--- src/logic/gb_bus_pkg.sv ---
`default_nettype none

package gb_bus_pkg;

    //////////////////////////////////////////////////////////////////////
    // Region codes out of the address decoder
    //////////////////////////////////////////////////////////////////////
    localparam int unsigned rgn_w = 3;

    localparam logic [rgn_w-1:0] rgn_junk     = 3'd0; // Unmapped or not modeled, reads 00
    localparam logic [rgn_w-1:0] rgn_boot     = 3'd1; // Boot ROM overlay
    localparam logic [rgn_w-1:0] rgn_boot_reg = 3'd2; // FF50 off latch
    localparam logic [rgn_w-1:0] rgn_wram     = 3'd3; // WRAM and its echo
    localparam logic [rgn_w-1:0] rgn_cart     = 3'd4; // Cart ROM and cart RAM
    localparam logic [rgn_w-1:0] rgn_oam      = 3'd5; // Sprite attribute table
    localparam logic [rgn_w-1:0] rgn_dma_reg  = 3'd6; // FF46
    localparam logic [rgn_w-1:0] rgn_int      = 3'd7; // IF and IE

    //////////////////////////////////////////////////////////////////////
    // Memory map
    //////////////////////////////////////////////////////////////////////
    localparam logic [15:0] cart_rom_end = 16'h7FFF;
    localparam logic [15:0] cram_start   = 16'hA000; // External cart RAM
    localparam logic [15:0] cram_end     = 16'hBFFF;
    localparam logic [15:0] wram_start   = 16'hC000;
    localparam logic [15:0] wram_end     = 16'hDFFF;
    localparam logic [15:0] echo_start   = 16'hE000; // Mirror of C000 onwards
    localparam logic [15:0] echo_end     = 16'hFDFF;
    localparam logic [15:0] oam_start    = 16'hFE00;
    localparam logic [15:0] oam_end      = 16'hFE9F;

    // Single byte registers
    localparam logic [15:0] mmio_if   = 16'hFF0F;
    localparam logic [15:0] mmio_dma  = 16'hFF46;
    localparam logic [15:0] mmio_boot = 16'hFF50;
    localparam logic [15:0] mmio_ie   = 16'hFFFF;

    // Storage sizes
    localparam int unsigned wram_words = 8192;
    localparam int unsigned wram_aw    = 13;
    localparam int unsigned oam_words  = 160;  // 40 sprites of 4 bytes
    localparam int unsigned oam_aw     = 8;
    localparam int unsigned boot_words = 256;
    localparam int unsigned int_count  = 5;    // VBlank, STAT, timer, serial, joypad

endpackage

`default_nettype wire

--- src/logic/gb_int_regs.sv ---
`default_nettype none

module gb_int_regs (
    input  wire                                 clk,
    input  wire                                 arst_n,
    input  wire [gb_bus_pkg::int_count-1:0]     irq,
    input  wire                                 sel_ie,
    input  wire                                 sel_if,
    input  wire                                 we,
    input  wire [7:0]                           wdata,
    output logic [7:0]                          rdata,
    output logic                                int_pending,
    output logic [2*gb_bus_pkg::int_count-1:0]  int_enable_flags
);

    logic [gb_bus_pkg::int_count-1:0] ie_q; // Enable mask
    logic [gb_bus_pkg::int_count-1:0] if_q; // Request flags

    always_ff @(posedge clk or negedge arst_n) begin
        if (!arst_n) begin
            ie_q <= '0;
            if_q <= '0;
        end else begin
            if (we && sel_ie) begin
                ie_q <= wdata[gb_bus_pkg::int_count-1:0];
            end
            // Bus write wins over a request arriving in the same cycle
            if (we && sel_if) begin
                if_q <= wdata[gb_bus_pkg::int_count-1:0];
            end else begin
                if_q <= if_q | irq;             // Requests accumulate
            end
        end
    end

    // Upper three bits read as zero
    always_comb begin
        rdata = 8'h00;
        if (sel_ie) begin
            rdata[gb_bus_pkg::int_count-1:0] = ie_q;
        end else if (sel_if) begin
            rdata[gb_bus_pkg::int_count-1:0] = if_q;
        end
    end

    assign int_pending      = |(ie_q & if_q);   // Level, straight from the flops
    assign int_enable_flags = {ie_q, if_q};

endmodule

`default_nettype wire

--- config.mk ---
export PLATFORM = sky130hd
export DESIGN_NAME = gb_int_regs
export DESIGN_NICKNAME = d
export VERILOG_FILES = /design/src/logic/gb_bus_pkg.sv /design/src/logic/gb_int_regs.sv
export SDC_FILE = /design/constraint.sdc
export NUM_CORES = 1
export LEC_CHECK = 0
export BUFFER_PORTS_ARGS = -buffer_cell sky130_fd_sc_hd__buf_2
export CAP_MARGIN = 20
export CORE_MARGIN = 3
export CORE_UTILIZATION = 37
export DETAILED_ROUTE_END_ITERATION = 10
export PLACE_DENSITY = 0.78
export SYNTH_ARGS = -nofsm -noshare
export SYNTH_HDL_FRONTEND = slang
export SYNTH_SLANG_ARGS = --single-unit
--- constraint.sdc ---
create_clock -name clk -period 1 [get_ports clk]
set_clock_uncertainty 0.1 [all_clocks]
set_input_delay 0.05 -clock clk [delete_from_list [all_inputs] [get_ports clk]]
set_output_delay 0.05 -clock clk [all_outputs]
set_load 0.005 [all_outputs]
==> results.sh, run 1 <==
export IMPL_final_cells=121
export IMPL_clkSinkCount=10
export IMPL_nNetsFinal=127
export IMPL_rr_endpoint="ie_q[4]"
export IMPL_viasPerCell=5.17
export IMPL_antenna_found_initial=0
export IMPL_syn_area_per_cell_um2=10.5
export IMPL_wl_per_cell_um=17.1
export IMPL_power_density_nw_per_um2=1290
export IMPL_die_w_um=42.5
export IMPL_htreeDepth=1
export IMPL_diodes=0
export IMPL_synth_edff_count=0
export IMPL_dieArea_um2=1810
export IMPL_grt_max_degree=11
export IMPL_grt_pass1_wl_um=3110
export IMPL_tns_ns=-2.89
export IMPL_initial_core_util_pct=42.2
export IMPL_place_hpwl_um=1130
export IMPL_grt_pass1_vias=635
export IMPL_clk_latency_ns=0.26
export IMPL_cp_end_kind="output port"
export IMPL_worstPathArrival_ns=1.27
export IMPL_ys_flop_type="dfrtp_1"
export IMPL_port_buffers=30
export IMPL_syn_instance_count=47
export IMPL_regToRegStartpoint="ie_q[4]"
export IMPL_synth_top_area_share_pct=50.6
export IMPL_crit_path_start="ie_q[0]"
export IMPL_hp_class="input pin to asynchronous set/reset pin"
export IMPL_reg2reg_depth=3
export IMPL_die_h_um=42.5
export IMPL_synth_warnings=0
export IMPL_initialDrtViolationCount=18
export IMPL_drt_wl_total_um=2070
export IMPL_grtUsageTotal_pct=23.8
export IMPL_finalSetupViolCount=19
export IMPL_vias=626
export IMPL_hold_viol=0
export IMPL_endpoint="int_pending"
export IMPL_required_ns=0.85
export IMPL_failed_checks="negative setup slack"
export IMPL_status="finished with violations"
export IMPL_p_leak_nw=0.512
export IMPL_synth_distinct_cells=13
export IMPL_drive_above_1_share_pct=57.0
export IMPL_post_route_util_pct=88.0
export IMPL_fin_crit_ns=1.42
export IMPL_critical_path_class="register to output port"
export IMPL_io_pins=37
export IMPL_rrSetupSlack_ns=-0.14
export IMPL_synth_top_area_cell="dfrtp_1"
export IMPL_synth_most_common_cell="dfrtp_1"
export IMPL_clockBufferDepth=2
export IMPL_ys_top_cells_by_count="dfrtp_1, o21ai_0, mux2_2, nand3_1, nor2_1"
export IMPL_cp_max_fo=2
export IMPL_ir_drop_mv=1.23
export IMPL_yosysSeqAreaShare_pct=50.6
export IMPL_place_congestion=0.745
export IMPL_cts_tree="done"
export IMPL_slew_viol_final=0
export IMPL_synth_area_um2=494
export IMPL_finalCritPeriodShare_pct=142
export IMPL_first_pass_iters=4
export IMPL_core_um2=1170
export IMPL_max_freq_ghz=0.702
export IMPL_cts_root_buf="clkbuf_4"
export IMPL_pre_cts_slack_ns=-0.0546
export IMPL_place_inst=99
export IMPL_ys_ff_latch=10
export IMPL_grt_overflow_total=0
export IMPL_clk_pin_slew_worst_paths_ns=0.07
export IMPL_rsz0062_at_grt="yes"
export IMPL_start_kind="register"
export IMPL_ys_top_cells_by_area="dfrtp_1, mux2_2, a22o_2, o21ai_0, nand3_1"
export IMPL_drv_cap=0
export IMPL_area_growth_pct=109
export IMPL_finalPower_mw=1.33
export IMPL_rows=12
export IMPL_drtAntennaViolNets=0
export IMPL_async_reset_ff_share_pct=100
export IMPL_drc_errors=0
export IMPL_numCtsBuffers=3
export IMPL_fin_ws_ns=-0.424
[registers in the layout, indices dropped and copies added (netlist names)]
| register | flops |
|---|---|
| ie_q | 5 |
| if_q | 5 |
[power by group]
group	switching (mW)	internal, mW	total, mW	leakage (nW)
Sequential	0.0520	0.454	0.506	0.112
Clock	0.138	0.139	0.277	0.0138
Combinational	0.193	0.351	0.544	0.385
[critical path, stage by stage, from the launching register on]
cell and delay, ns:
dfrtp_1 0.40, a222oi_1 0.37, nand2_1 0.11, buf_2 0.14
[what timing repair did]
action	in CTS	in global routing
pin swaps	6	0
gates resized for setup	19	12
hold endpoints to repair	20	0
setup buffers	4	5
hold buffers	12	0
endpoints found under the setup margin	13	19
[cell type report]
cell class,instances,area [um2]
Tap cell,14,17.5
Multi-Input combinational cell,36,253
Timing Repair Buffer,58,488
Sequential cell,10,250
Fill cell,53,140
Clock buffer,3,22.5
[cells in the final DEF (no fill, tap or decap), drive strengths merged]
cell type | netlist | layout
a222oi | 1 | 1
o21ai | 6 | 6
a22oi | 1 | 1
nand2 | 4 | 4
and2 | 1 | 1
nand3 | 5 | 5
dlygate4sd3 | 0 | 12
buf | 3 | 46
nor2 | 5 | 5
mux2 | 5 | 5
clkbuf | 0 | 3
conb | 1 | 3
and2b | 1 | 1
a22o | 4 | 4
dfrtp | 10 | 10
[logic make-up after synthesis]
kind of cell	after synthesis	share of synthesized area, %
buffers and inverters	3	4.56
AOI/OAI and AO/OA	12	17.7
DFF	10	50.6
other	1	0.759
muxes	5	11.4
and+or+nand+nor	16	14.9
[worst min path at each step]
stage	end	start	slack (ns)
after global placement	if_q[3]	arst_n	-0.18
after global routing	if_q[0]	arst_n	0.1
after floorplan	ie_q[0]	arst_n	-0.35
after detailed placement	if_q[0]	arst_n	-0.18
final	if_q[4]	arst_n	0.07
after CTS	ie_q[3]	arst_n	0.08
[through the flow]
stage | hold WS, ns | instance area (um2)
floorplan | -0.346 | 502
global placement | -0.184 | 714
detailed placement | -0.181 | 714
CTS | 0.0769 | 972
global route | 0.0979 | 1030
finish | 0.0721 | 1030
[routing by layer]
metal,vias to the layer above,routed length [um],track usage [%]
met1,302,804,24.5
li1,285,-,-
met4,0,55,14.3
met5,-,0,0
met3,6,95,3.43
met2,33,1120,44.1
(Power assumes the default switching activity.)
==> run 2, diff against run 1 <==
--- a/config.mk
+++ b/config.mk
@@ -5,10 +5,11 @@
 export SDC_FILE = /design/constraint.sdc
 export NUM_CORES = 1
 export LEC_CHECK = 0
+export ABC_AREA = 1
 export BUFFER_PORTS_ARGS = -buffer_cell sky130_fd_sc_hd__buf_2
 export CAP_MARGIN = 20
 export CORE_MARGIN = 3
-export CORE_UTILIZATION = 37
+export CORE_UTILIZATION = 38
 export DETAILED_ROUTE_END_ITERATION = 10
 export PLACE_DENSITY = 0.78
 export SYNTH_ARGS = -nofsm -noshare
==> results.sh, run 2 <==
export IMPL_status="finished with violations"
export IMPL_failed_checks="negative setup slack"
export IMPL_grt_pass1_wl_um=2460
export IMPL_initialDrtViolationCount=31
export IMPL_finalSetupViolCount=13
export IMPL_synthSimpleGateAreaFrac_pct=26.3
export IMPL_pre_cts_slack_ns=0.0723
export IMPL_synth_top_family_by_area="simple AND/OR/NAND/NOR gates"
export IMPL_rows=12
export IMPL_worstHoldStart="we"
export IMPL_dieArea_um2=1860
export IMPL_finalCritPeriodShare_pct=124
export IMPL_port_buffers=30
export IMPL_syn_area_per_cell_um2=7.60
export IMPL_place_congestion=0.715
export IMPL_slew_viol_final=0
export IMPL_area_growth_pct=79.5
export IMPL_tns_ns=-1.51
export IMPL_required_ns=0.85
export IMPL_crit_slowest_cell="dfrtp_1"
export IMPL_clk_pin_slew_worst_paths_ns=0.07
export IMPL_initial_core_util_pct=43.6
export IMPL_ir_drop_mv=0.936
export IMPL_synth_mux_area_share_pct=0
export IMPL_drtAntennaViolNets=0
export IMPL_place_hpwl_um=966
export IMPL_drt_wl_total_um=1800
export IMPL_final_cells=134
export IMPL_rsz0062_at_grt="yes"
export IMPL_power_density_nw_per_um2=1260
export IMPL_crit_chain="nand2_1 > nand2_1 > inv_1 > nand2_1 > buf_2"
export IMPL_viasPerCell=5.26
export IMPL_whs_ns=0.0426
export IMPL_n_fill_cell=86
export IMPL_drv_cap=0
export IMPL_fin_crit_ns=1.24
export IMPL_synth_top_area_share_pct=47.7
export IMPL_vias=705
export IMPL_critical_path_class="register to output port"
export IMPL_clk_latency_ns=0.26
export IMPL_seq_area_um2=250
export IMPL_reg2reg_depth=4
export IMPL_diodes=0
export IMPL_max_freq_ghz=0.803
export IMPL_crit_path_frequent_cell="nand2_1"
export IMPL_die_w_um=43.1
export IMPL_worstPathArrival_ns=1.09
export IMPL_fin_area_um2=941
export IMPL_ys_ff_latch=10
export IMPL_p_leak_nw=0.523
export IMPL_cp_end_kind="output port"
export IMPL_io_pins=37
export IMPL_reg_top3="ie_q: 5 flops, if_q: 5 flops"
export IMPL_grtUsageTotal_pct=17.6
export IMPL_final_cell_mix="buf_2, nand2_1, o21ai_1"
export IMPL_regToRegStartpoint="if_q[2]"
export IMPL_drive_above_1_share_pct=44.2
export IMPL_wl_per_cell_um=13.5
export IMPL_ys_top_cells_by_count="nand2_1, o21ai_1, dfrtp_1, inv_1, nand3_1"
export IMPL_first_pass_iters=4
export IMPL_synth_warnings=0
export IMPL_cts_tree="done"
export IMPL_grt_overflow_total=0
export IMPL_post_route_util_pct=78.3
export IMPL_syn_instance_count=69
export IMPL_ys_top_cells_by_area="dfrtp_1, nand2_1, o21ai_1, inv_1, nand3_1"
export IMPL_fin_ws_ns=-0.245
export IMPL_ys_flop_type="dfrtp_1"
export IMPL_hold_path_endpoint="ie_q[2]"
export IMPL_nNetsFinal=140
export IMPL_yosysSeqAreaShare_pct=47.7
export IMPL_start_kind="register"
export IMPL_place_inst=112
export IMPL_min_path_cells=3
export IMPL_multi_input_area_um2=255
export IMPL_synth_xor_area_share_pct=0
export IMPL_hp_class="input pin to register"
export IMPL_place_area_um2=679
export IMPL_clockBufferDepth=2
export IMPL_synth_most_common_cell="nand2_1"
export IMPL_grt_pass1_vias=606
export IMPL_cts_root_buf="clkbuf_4"
export IMPL_die_h_um=43.1
export IMPL_synth_top_area_cell="dfrtp_1"
export IMPL_synth_compound_area_share_pct=14.3
export IMPL_antenna_found_initial=0
export IMPL_drc_errors=0
export IMPL_synth_area_um2=524
export IMPL_grt_max_degree=11
export IMPL_layout_commonest_cell="buf_2"
export IMPL_cp_max_fo=4
export IMPL_clkSinkCount=10
export IMPL_crit_path_max_incr_delay_ns=0.43
export IMPL_rr_endpoint="if_q[2]"
export IMPL_hold_viol=0
export IMPL_finalPower_mw=1.19
export IMPL_synth_edff_count=0
export IMPL_synth_distinct_cells=11
export IMPL_numCtsBuffers=3
export IMPL_htreeDepth=1
export IMPL_synthAdderAreaFrac_pct=0
export IMPL_rrSetupSlack_ns=-0.08
export IMPL_async_reset_ff_share_pct=100
export IMPL_core_um2=1200
## run 2: cell types whose count changed after synthesis, moves of 2 or more
cell | previous run | this run
nand2_4 | 0 | 2
nand2_1 | 4 | 23
o21ai_1 | 0 | 15
a22o_2 | 4 | 0
nor2_1 | 5 | 1
o21ai_0 | 6 | 0
inv_1 | 0 | 7
mux2_2 | 5 | 0
## run 2: cell families after synthesis
group                  after synthesis
buffers and inverters               12
and+or+nand+nor                     31
AOI/OAI and AO/OA                   15
DFF                                 10
other                                1
## run 2: worst max-delay path by stage
stage	start	end
floorplan	if_q[2]	if_q[2]
global placement	ie_q[2]	int_pending
detailed placement	if_q[3]	int_pending
CTS	if_q[2]	int_pending
global route	if_q[0]	int_pending
finish	if_q[0]	int_pending
## run 2: metal layers
metal  track usage (%)  wire [um]  up-vias
met1              18.9        667      323
met2              31.6        874       54
li1                  -          -      315
met3              4.66        198       13
met5                 0          0        -
met4              7.83         63        0
## run 2: what timing repair did
item | in CTS | in global routing
setup buffers | 8 | 0
pin swaps | 6 | 6
gates resized for setup | 6 | 10
endpoints found under the setup margin | 7 | 15
hold buffers | 11 | 0
hold endpoints to repair | 20 | 0
## run 2: cell type report
type                            instances  area share [%]
Timing Repair Buffer                   50            38.8
Inverter                                8            3.19
Tap cell                               14            1.86
Sequential cell                        10            26.6
Multi-Input combinational cell         49            27.1
Clock buffer                            3            2.39
## run 2: where the power goes
part / leakage, nW / total [mW] / internal [mW] / switching (mW)
Combinational: 0.394 / 0.422 / 0.226 / 0.197
Sequential: 0.116 / 0.486 / 0.449 / 0.0373
Clock: 0.0138 / 0.279 / 0.139 / 0.140
Total: 0.523 / 1.19 / 0.814 / 0.374
## run 2: worst max-delay path, delay by kind of cell, from the launching register on
kind | cells | cell delay (ns)
flip-flops | 1 | 0.43
AND/OR/NAND/NOR | 3 | 0.21
buffers and inverters | 2 | 0.19
