==> config.mk <==
export PLATFORM = sky130hd
export DESIGN_NAME = gb_addr_decode
export DESIGN_NICKNAME = d
export VERILOG_FILES = /design/src/logic/gb_bus_pkg.sv /design/src/logic/gb_addr_decode.sv
export SDC_FILE = /design/constraint.sdc
export NUM_CORES = 1
export LEC_CHECK = 0
export ABC_AREA = 1
export BUFFER_PORTS_ARGS = -buffer_cell sky130_fd_sc_hd__clkbuf_2
export CAP_MARGIN = 30
export CORE_UTILIZATION = 35
export DETAILED_ROUTE_END_ITERATION = 8
export GPL_ROUTABILITY_DRIVEN = 1
export PLACE_DENSITY = 0.7
export SLEW_MARGIN = 10
export SYNTH_ARGS = -nofsm -noshare
export SYNTH_HDL_FRONTEND = slang
export SYNTH_SLANG_ARGS = --single-unit
==> constraint.sdc <==
create_clock -name vclk -period 1.63
set_clock_uncertainty 0.2 [all_clocks]
set_input_delay 0.163 -clock vclk [all_inputs]
set_output_delay 0.163 -clock vclk [all_outputs]
set_load 0.05 [all_outputs]
==> src/logic/gb_bus_pkg.sv <==
`default_nettype none

package gb_bus_pkg;

    //////////////////////////////////////////////////////////////////////
    // Region codes out of the address decoder
    //////////////////////////////////////////////////////////////////////
    localparam int unsigned rgn_w = 3;

    localparam logic [rgn_w-1:0] rgn_junk     = 3'd0; // Unmapped or not modeled, reads 00
    localparam logic [rgn_w-1:0] rgn_boot     = 3'd1; // Boot ROM overlay
    localparam logic [rgn_w-1:0] rgn_boot_reg = 3'd2; // FF50 off latch
    localparam logic [rgn_w-1:0] rgn_wram     = 3'd3; // WRAM and its echo
    localparam logic [rgn_w-1:0] rgn_cart     = 3'd4; // Cart ROM and cart RAM
    localparam logic [rgn_w-1:0] rgn_oam      = 3'd5; // Sprite attribute table
    localparam logic [rgn_w-1:0] rgn_dma_reg  = 3'd6; // FF46
    localparam logic [rgn_w-1:0] rgn_int      = 3'd7; // IF and IE

    //////////////////////////////////////////////////////////////////////
    // Memory map
    //////////////////////////////////////////////////////////////////////
    localparam logic [15:0] cart_rom_end = 16'h7FFF;
    localparam logic [15:0] cram_start   = 16'hA000; // External cart RAM
    localparam logic [15:0] cram_end     = 16'hBFFF;
    localparam logic [15:0] wram_start   = 16'hC000;
    localparam logic [15:0] wram_end     = 16'hDFFF;
    localparam logic [15:0] echo_start   = 16'hE000; // Mirror of C000 onwards
    localparam logic [15:0] echo_end     = 16'hFDFF;
    localparam logic [15:0] oam_start    = 16'hFE00;
    localparam logic [15:0] oam_end      = 16'hFE9F;

    // Single byte registers
    localparam logic [15:0] mmio_if   = 16'hFF0F;
    localparam logic [15:0] mmio_dma  = 16'hFF46;
    localparam logic [15:0] mmio_boot = 16'hFF50;
    localparam logic [15:0] mmio_ie   = 16'hFFFF;

    // Storage sizes
    localparam int unsigned wram_words = 8192;
    localparam int unsigned wram_aw    = 13;
    localparam int unsigned oam_words  = 160;  // 40 sprites of 4 bytes
    localparam int unsigned oam_aw     = 8;
    localparam int unsigned boot_words = 256;
    localparam int unsigned int_count  = 5;    // VBlank, STAT, timer, serial, joypad

endpackage

`default_nettype wire

==> src/logic/gb_addr_decode.sv <==
`default_nettype none

module gb_addr_decode (
    input  wire [15:0]                     addr,
    input  wire                            boot_off,
    output logic [gb_bus_pkg::rgn_w-1:0]   region,
    output logic [15:0]                    offset
);

    // First match wins, so the boot overlay sits ahead of the cart range
    always_comb begin
        region = gb_bus_pkg::rgn_junk;
        offset = 16'h0000;                      // Junk reads ignore it
        if (addr[15:8] == 8'h00 && !boot_off) begin
            region = gb_bus_pkg::rgn_boot;
            offset = addr;                      // Upper byte already zero
        end else if (addr <= gb_bus_pkg::cart_rom_end ||
                     (addr >= gb_bus_pkg::cram_start && addr <= gb_bus_pkg::cram_end)) begin
            region = gb_bus_pkg::rgn_cart;
            offset = addr;                      // Cart sees the full address
        end else if (addr >= gb_bus_pkg::wram_start && addr <= gb_bus_pkg::wram_end) begin
            region = gb_bus_pkg::rgn_wram;
            offset = addr - gb_bus_pkg::wram_start;
        end else if (addr >= gb_bus_pkg::echo_start && addr <= gb_bus_pkg::echo_end) begin
            // Echo folds back onto the bottom 7.5 KiB of WRAM
            region = gb_bus_pkg::rgn_wram;
            offset = addr - gb_bus_pkg::echo_start;
        end else if (addr >= gb_bus_pkg::oam_start && addr <= gb_bus_pkg::oam_end) begin
            region = gb_bus_pkg::rgn_oam;
            offset = addr - gb_bus_pkg::oam_start;
        end else if (addr == gb_bus_pkg::mmio_dma) begin
            region = gb_bus_pkg::rgn_dma_reg;
        end else if (addr == gb_bus_pkg::mmio_boot) begin
            region = gb_bus_pkg::rgn_boot_reg;
        end else if (addr == gb_bus_pkg::mmio_if || addr == gb_bus_pkg::mmio_ie) begin
            region = gb_bus_pkg::rgn_int;
            offset = addr;                      // IF and IE told apart by address
        end
    end

    // Both windows must land inside the 8 KiB array
    always_comb begin
        wram_off_in_range: assert final (region != gb_bus_pkg::rgn_wram ||
                                         offset < gb_bus_pkg::wram_words)
            else $error("WRAM offset %h out of range", offset);
    end

endmodule

`default_nettype wire

==> results of run 1 <==
[per-stage QoR]
step                      setup TNS (ns)  worst slack (ns)
after CTS                          -7.19            -0.405
after detailed placement           -9.98            -0.596
after global placement             -8.92            -0.540
after floorplan                    -3.42            -0.283
[cell families after synthesis]
| group | Yosys count | share of synthesized area |
|---|---|---|
| AOI/OAI and AO/OA | 14 | 0.0892 |
| buffers and inverters | 29 | 0.140 |
| adders and majority gates | 9 | 0.134 |
| xor gates and xnor gates | 3 | 0.0312 |
| and+or+nand+nor | 111 | 0.606 |
[synthesized netlist by cell type (all sizes together)]
library cell,n
ha,9
buf,3
nand4,6
nor2,36
a21o,1
nand3,18
xnor2,1
xor2,2
o211ai,1
inv,26
nor3,1
nand2,50
a21oi,6
o21ai,6
[what timing repair did]
item	4_1_cts
setup endpoints to repair	19
pin swaps	12
hold buffers	0
resized for setup	57
buffers inserted	8
==> summary.md, run 1 <==
| Metric | Value |
|---|---|
| Sequential share of the synthesized area | 0 |
| Syn Area/Cell | 5.07 µm² |
| Synth Warn # | 0 |
| Chip width | 51.1 µm |
| Pin count of the biggest net entering global routing | 10 |
| Post-GRT worst EP | offset[13] |
| PortBufs | 36 |
| Stop stage | global routing |
| Cells after DPL | 274 |
| Die outline height | 51.1 µm |
| Gate Count Post-Synth | 166 |
| Area contributors post-synth | nand2_1 19%, nor2_1 15%, ha_1 13% |
| Err | [ERROR DPL-0038] Utilization greater than 100%, impossible to legalize |
| Area after detailed placement | 1710 µm² |
| Net Count, Synth | 192 |
| Status | did not finish |
| Initial Util | 0.377 |
| Yosys cell types | 22 |
| Mapped Area | 842 µm² |
| Final GP Congestion | 0.929 |
| Dpl hpwl | 2.85 mm |
| Yosys top cell area share | 0.192 |
| IO Pins | 36 |
| Area leader, netlist | nand2_1 |
| Worst endpoint pin kind | top-level output |
| Rows | 17 |
==> inputs of run 2 (changes only) <==
--- a/config.mk
+++ b/config.mk
@@ -8,10 +8,10 @@
 export ABC_AREA = 1
 export BUFFER_PORTS_ARGS = -buffer_cell sky130_fd_sc_hd__clkbuf_2
 export CAP_MARGIN = 30
-export CORE_UTILIZATION = 35
+export CORE_UTILIZATION = 20
 export DETAILED_ROUTE_END_ITERATION = 8
 export GPL_ROUTABILITY_DRIVEN = 1
-export PLACE_DENSITY = 0.7
+export PLACE_DENSITY_LB_ADDON = 0.15
 export SLEW_MARGIN = 10
 export SYNTH_ARGS = -nofsm -noshare
 export SYNTH_HDL_FRONTEND = slang
==> constraint.sdc (replaced) <==
create_clock -name vclk -period 2.12
set_clock_uncertainty 0.2 [all_clocks]
set_input_delay 0.212 -clock vclk [all_inputs]
set_output_delay 0.212 -clock vclk [all_outputs]
set_load 0.05 [all_outputs]
==> run 2 against run 1 <==
Effect of this change: the run now ends clean; synthesized cell count is the same; area after synthesis stayed put.
==> summary.md, run 2 <==
| Metric | Value |
|---|---|
| Status | finished clean |
| Most common cell in the netlist | nand2_1 |
| Gate Count Post-Synth | 166 |
| CP top delay family | simple AND/OR/NAND/NOR gates |
| Via Count | 1300 |
| Crit path time final | 2.06 ns |
| Chip width | 66.9 µm |
| GR Util met2 | 0.275 |
| Core Footprint | 4030 µm² |
| Global route overflow | 0 |
| Drc violations | 0 |
| WS Path Type | in -> out |
| Area contributors post-synth | nand2_1 19%, nor2_1 15%, ha_1 13% |
| Worst-margin pin slew | 0.276 ns |
| Initial Util | 0.209 |
| Simple-gate portion of the synthesized area | 0.606 |
| Area leader, netlist | nand2_1 |
| Setup Total Neg Slack | 0 ns |
| Sequential share of power | 0 |
| Fin area | 1980 µm² |
| Fin crit share | 0.972 |
| Most frequent cells in the layout | 38 x buf_4, 25 x nand2_1, 22 x inv_1 |
| Initial antenna violation count | 0 |
| Power Density | 234 nW/µm² |
| First-pass GRT wire length | 5.15 mm |
| Syn Area/Cell | 5.07 µm² |
| Max Cap Violations | 0 |
| Pin count of the biggest net entering global routing | 8 |
| Synth Warn # | 0 |
| Pre-CTS setup slack | -0.164 ns |
| Sw Ratio | 0.555 |
| Startpoint types | primary input |
| Final worst slack | 0.0595 ns |
| Final Max Tran Viols | 0 |
| Cell Int Power | 207 µW |
| Critical path's largest stage delay | 0.19 ns |
| Yosys cell types | 22 |
| Fmax | 485 MHz |
| Rows | 23 |
| Synth Area in XOR/XNOR | 0.0312 |
| FILL cells | 414 |
| Hold Path Class | in -> out |
| Hold path start | addr[9] |
| Routed wire per std cell | 11.2 µm |
| Adder-cell share of the synthesized area | 0.134 |
| Setup violators final | 0 |
| Worst Setup End Kind | primary output |
| Worst endpoint required time | 1.71 ns |
| Drt pass-1 iters | 4 |
| Arrival time at the worst endpoint | 1.65 ns |
| Combinational power share | 1.000 |
| Hold Crit Endpoint | offset[9] |
| FF+latch area | 0 µm² |
| Iter 0 DRT Violations | 22 |
| Synth-to-layout area growth | 136% |
| Fin util | 0.493 |
| CP max FO | 7 |
| Area after detailed placement | 1430 µm² |
| Most used cell, CP | buf_12 |
| Multiplexer share of the synthesized area | 0 |
| Die outline height | 66.9 µm |
| Gr busiest metal | met2 |
| IO Pins | 36 |
| CLK BUF | 0 |
| Leak pwr | 0.973 nW |
| Seq Cell Count | 0 |
| Drt via density | 4.39 |
| Ant. Diodes | 0 |
| Yosys top cell area share | 0.192 |
| Net Count, Synth | 192 |
| All-Layer GR Usage | 0.145 |
| Wirelength, routed | 3.31 mm |
| Final GP Congestion | 0.852 |
| Met1 GRT Util | 0.185 |
| NumNets Final | 274 |
| Max IR drop VDD | 0.000104 V |
| Slowest-stage cell, CP | nor2_4 |
| Slew HR | 0.817 |
| Sequential share of the synthesized area | 0 |
| Met3 Resource Use GR | 0.00514 |
| Layout cells sized above 1 | 0.598 |
| Mapped Area | 842 µm² |
| PortBufs | 36 |
| Dpl hpwl | 2.51 mm |
| Buf+Inv Stages, Crit Path | 5 |
| WHS | 0.584 ns |
| Hold_buf cts | 0 |
| Clock power frac | 0 |
| CP cell instances | clkbuf_8 -> inv_2 -> buf_4 -> nor2_4 -> nand4_1 -> nand2_4 -> buf_12 -> nand2_1 -> nand3_2 -> nand2_2 -> a21oi_4 -> buf_12 |
| Largest family of logic cells by synthesized area | simple AND/OR/NAND/NOR gates |
| Antenna viol nets, final | 0 |
| Most common cell after layout, fill and taps aside | buf_4 |
| Fin. Hold Viols | 0 |
| Synth top cells by count | 43 x nand2_1, 34 x nor2_1, 25 x inv_1, 17 x nand3_1, 9 x ha_1 |
| P_sw | 258 µW |
| Vias in the first global route | 1192 |
| Unrepaired setup endpoints after global routing | yes |
| Die ar. | 4470 µm² |
| Hold Path Cell Cnt | 4 |
| Synth Area in Compound Gates | 0.0892 |
run 2: cell counts after synthesis:
No cell type changed its count.
run 2: cell type report:
| type | instances | area (µm²) | share of cell area |
|---|---|---|---|
| inverter | 26 | 100 | 0.0504 |
| tap | 50 | 62.6 | 0.0315 |
| timing repair buffer | 83 | 845 | 0.426 |
| multi-input combinational | 137 | 977 | 0.492 |
run 2: worst max-delay path by stage:
stage	from	to	depth (start not counted)
final	addr[9]	offset[14]	12
after global routing	addr[10]	offset[15]	13
after CTS	addr[9]	offset[4]	14
after detailed placement	addr[15]	offset[0]	11
after global placement	addr[15]	offset[0]	13
after floorplan	addr[13]	region[0]	11
run 2: cells by family (layout without fill, tap and decap cells):
| group | count (synthesis) | after routing |
|---|---|---|
| buffers and inverters | 29 | 109 |
| adder cells (fa/ha/maj) | 9 | 9 |
| AO/OA/AOI/OAI | 14 | 14 |
| AND/OR/NAND/NOR | 111 | 111 |
| XOR/XNOR | 3 | 3 |
run 2: metrics by stage:
| stage | cells | power, mW |
|---|---|---|
| after CTS | 291 | 0.435 |
| after global routing | 296 | 0.497 |
| after floorplan | 166 | 0.204 |
| final | 296 | 0.464 |
| after detailed placement | 281 | 0.347 |
| after global placement | 281 | 0.348 |
run 2: worst min-delay path, cell delays in order:
cell and delay, ns:
clkbuf_8 0.11, nand2_2 0.05, nand2_2 0.06, buf_8 0.14
run 2: power groups by stage:
stage          clock network (mW)  logic [mW]  registers [mW]
3_5_place_dp                    0       0.347               0
4_1_cts                         0       0.435               0
6_report                        0       0.464               0
5_1_grt                         0       0.497               0
2_1_floorplan                   0       0.204               0
3_3_place_gp                    0       0.348               0
run 2: routing by layer:
| metal | routed length, µm | vias to the layer above |
|---|---|---|
| li1 | - | 684 |
| met1 | 1400 | 594 |
| met2 | 1800 | 20 |
| met3 | 86 | 2 |
| met4 | 15 | 0 |
| met5 | 0 | - |
run 2: repair_timing:
item	4_1_cts	5_1_grt
setup buffers	9	8
endpoints found under the setup margin	18	19
cloned	1	0
pin swaps	18	29
gates resized for setup	61	54
Power figures use the tool's default switching activity.
==> inputs of run 3 (changes only) <==
==> constraint.sdc (replaced) <==
create_clock -name vclk -period 1.9
set_clock_uncertainty 0.2 [all_clocks]
set_input_delay 0.095 -clock vclk [all_inputs]
set_output_delay 0.095 -clock vclk [all_outputs]
set_load 0.05 [all_outputs]
==> run 3 against run 2 <==
Effect of this change: cell count shrank 2.4%; clock-buffer cell count is the same; utilization shrank 4.9 points; sequential share of layout area is the same; sequential cell count is the same; wire length shrank 7.9%; critical path type unchanged; total power grew 2.8%; largest cell class unchanged.
==> summary.md, run 3 (synthesis results as in run 2) <==
| Metric | Value |
|---|---|
| Status | finished clean |
| Chip width | 66.9 µm |
| CLK BUF | 0 |
| IO Pins | 36 |
| WS Path Type | in -> out |
| PortBufs | 36 |
| Seq Cell Count | 0 |
| Die ar. | 4470 µm² |
| Hold path start | addr[3] |
| Layout cells sized above 1 | 0.536 |
| Hold Path Cell Cnt | 4 |
| Arrival time at the worst endpoint | 1.53 ns |
| First-pass GRT wire length | 4.71 mm |
| Fin util | 0.443 |
| Rows | 23 |
| FILL cells | 442 |
| Most common cell after layout, fill and taps aside | buf_4 |
| Drc violations | 0 |
| Max Cap Violations | 0 |
| Worst Setup End Kind | primary output |
| Critical path's largest stage delay | 0.28 ns |
| NumNets Final | 267 |
| Vias in the first global route | 1086 |
| Slowest-stage cell, CP | nor3_4 |
| Routed wire per std cell | 10.5 µm |
| Initial Util | 0.209 |
| Global route overflow | 0 |
| Final Max Tran Viols | 0 |
| Core Footprint | 4030 µm² |
| Most frequent cells in the layout | 39 x buf_4, 34 x nand2_1, 21 x nor2_1, 21 x inv_1, 15 x nand3_1 |
| Hold Crit Endpoint | offset[3] |
| Hold Path Class | in -> out |
| Worst-margin pin slew | 0.261 ns |
| Via Count | 1250 |
| CP cell instances | buf_8 -> buf_6 -> ha_4 -> nand3_2 -> nor2_1 -> nand2_1 -> nand2_1 -> nand2_2 -> nand2_4 -> nor3_4 -> clkbuf_16 -> nor2_2 -> buf_8 |
| FF+latch area | 0 µm² |
| All-Layer GR Usage | 0.132 |
| Final GP Congestion | 0.800 |
| Final worst slack | 0.0744 ns |
| Fin. Hold Viols | 0 |
| Area of the multi-input gates | 901 µm² |
| Pin count of the biggest net entering global routing | 10 |
| Crit path time final | 1.83 ns |
| Max IR drop VDD | 0.000139 V |
| CP max FO | 5 |
| Dpl hpwl | 2.47 mm |
| Iter 0 DRT Violations | 28 |
| Drt pass-1 iters | 4 |
| Setup violators final | 0 |
| Drt via density | 4.33 |
| Hold_buf cts | 0 |
| Initial antenna violation count | 0 |
| Worst endpoint required time | 1.60 ns |
| Leak pwr | 0.889 nW |
| Power Density | 267 nW/µm² |
| Wirelength, routed | 3.04 mm |
| Slew HR | 0.824 |
| Fmax | 548 MHz |
| Die outline height | 66.9 µm |
| Ant. Diodes | 0 |
| Pre-CTS setup slack | -0.163 ns |
| Fin crit share | 0.961 |
| Startpoint types | primary input |
| Synth-to-layout area growth | 112% |
| Antenna viol nets, final | 0 |
run 3: cell types whose count changed in the layout (fill, tap and decap cells not counted), sizes merged:
cell	delta
buf	-3
clkbuf	-4
run 3: layout make-up:
| class | count | area share |
|---|---|---|
| multi-input combinational | 137 | 0.505 |
| timing repair buffer | 76 | 0.404 |
| inverter | 26 | 0.0561 |
| tap | 50 | 0.0350 |
run 3: worst max path at each step:
| stage | start | to | slack (ns) | cells past startpoint |
|---|---|---|---|---|
| finish | addr[14] | offset[3] | 0.07 | 13 |
| global route | addr[13] | region[1] | -0.006 | 13 |
| CTS | addr[14] | offset[15] | -0.007 | 12 |
| detailed placement | addr[15] | offset[11] | -0.16 | 11 |
| global placement | addr[15] | offset[0] | -0.20 | 11 |
| floorplan | addr[13] | region[0] | -0.08 | 11 |
run 3: layer usage:
metal	routed length, µm	vias to the layer above	global-route usage	part of all wire
met2	1550	14	0.236	0.51
met3	44	0	0	0.014
met1	1450	563	0.187	0.48
li1	-	673	-	-
met4	0	0	0	0
met5	0	-	0	0
run 3: critical path, delay by kind of cell:
kind	cells	cell delay (ns)
buffers and inverters	4	0.57
adders and majority gates	1	0.15
and+or+nand+nor	8	0.70
run 3: stage by stage:
stage,power [mW],hold WS [ns],cell area [µm²],cells,setup TNS (ns)
4_1_cts,0.426,0.366,1570,283,-0.0185
3_5_place_dp,0.385,0.408,1420,282,-2.46
3_3_place_gp,0.387,0.405,1420,282,-3.02
6_report,0.477,0.349,1790,289,0
2_1_floorplan,0.228,0.144,865,166,-0.388
5_1_grt,0.510,0.367,1790,289,-0.00998
run 3: repair_timing:
| action | CTS | global route |
|---|---|---|
| gates cloned | 0 | 1 |
| resized for setup | 34 | 59 |
| endpoints found under the setup margin | 19 | 19 |
| setup buffers | 1 | 5 |
| pin swaps | 3 | 22 |
run 3: where the power goes:
part / internal, mW / switching, mW
combinational: 0.206 / 0.271
clock: 0 / 0
sequential: 0 / 0
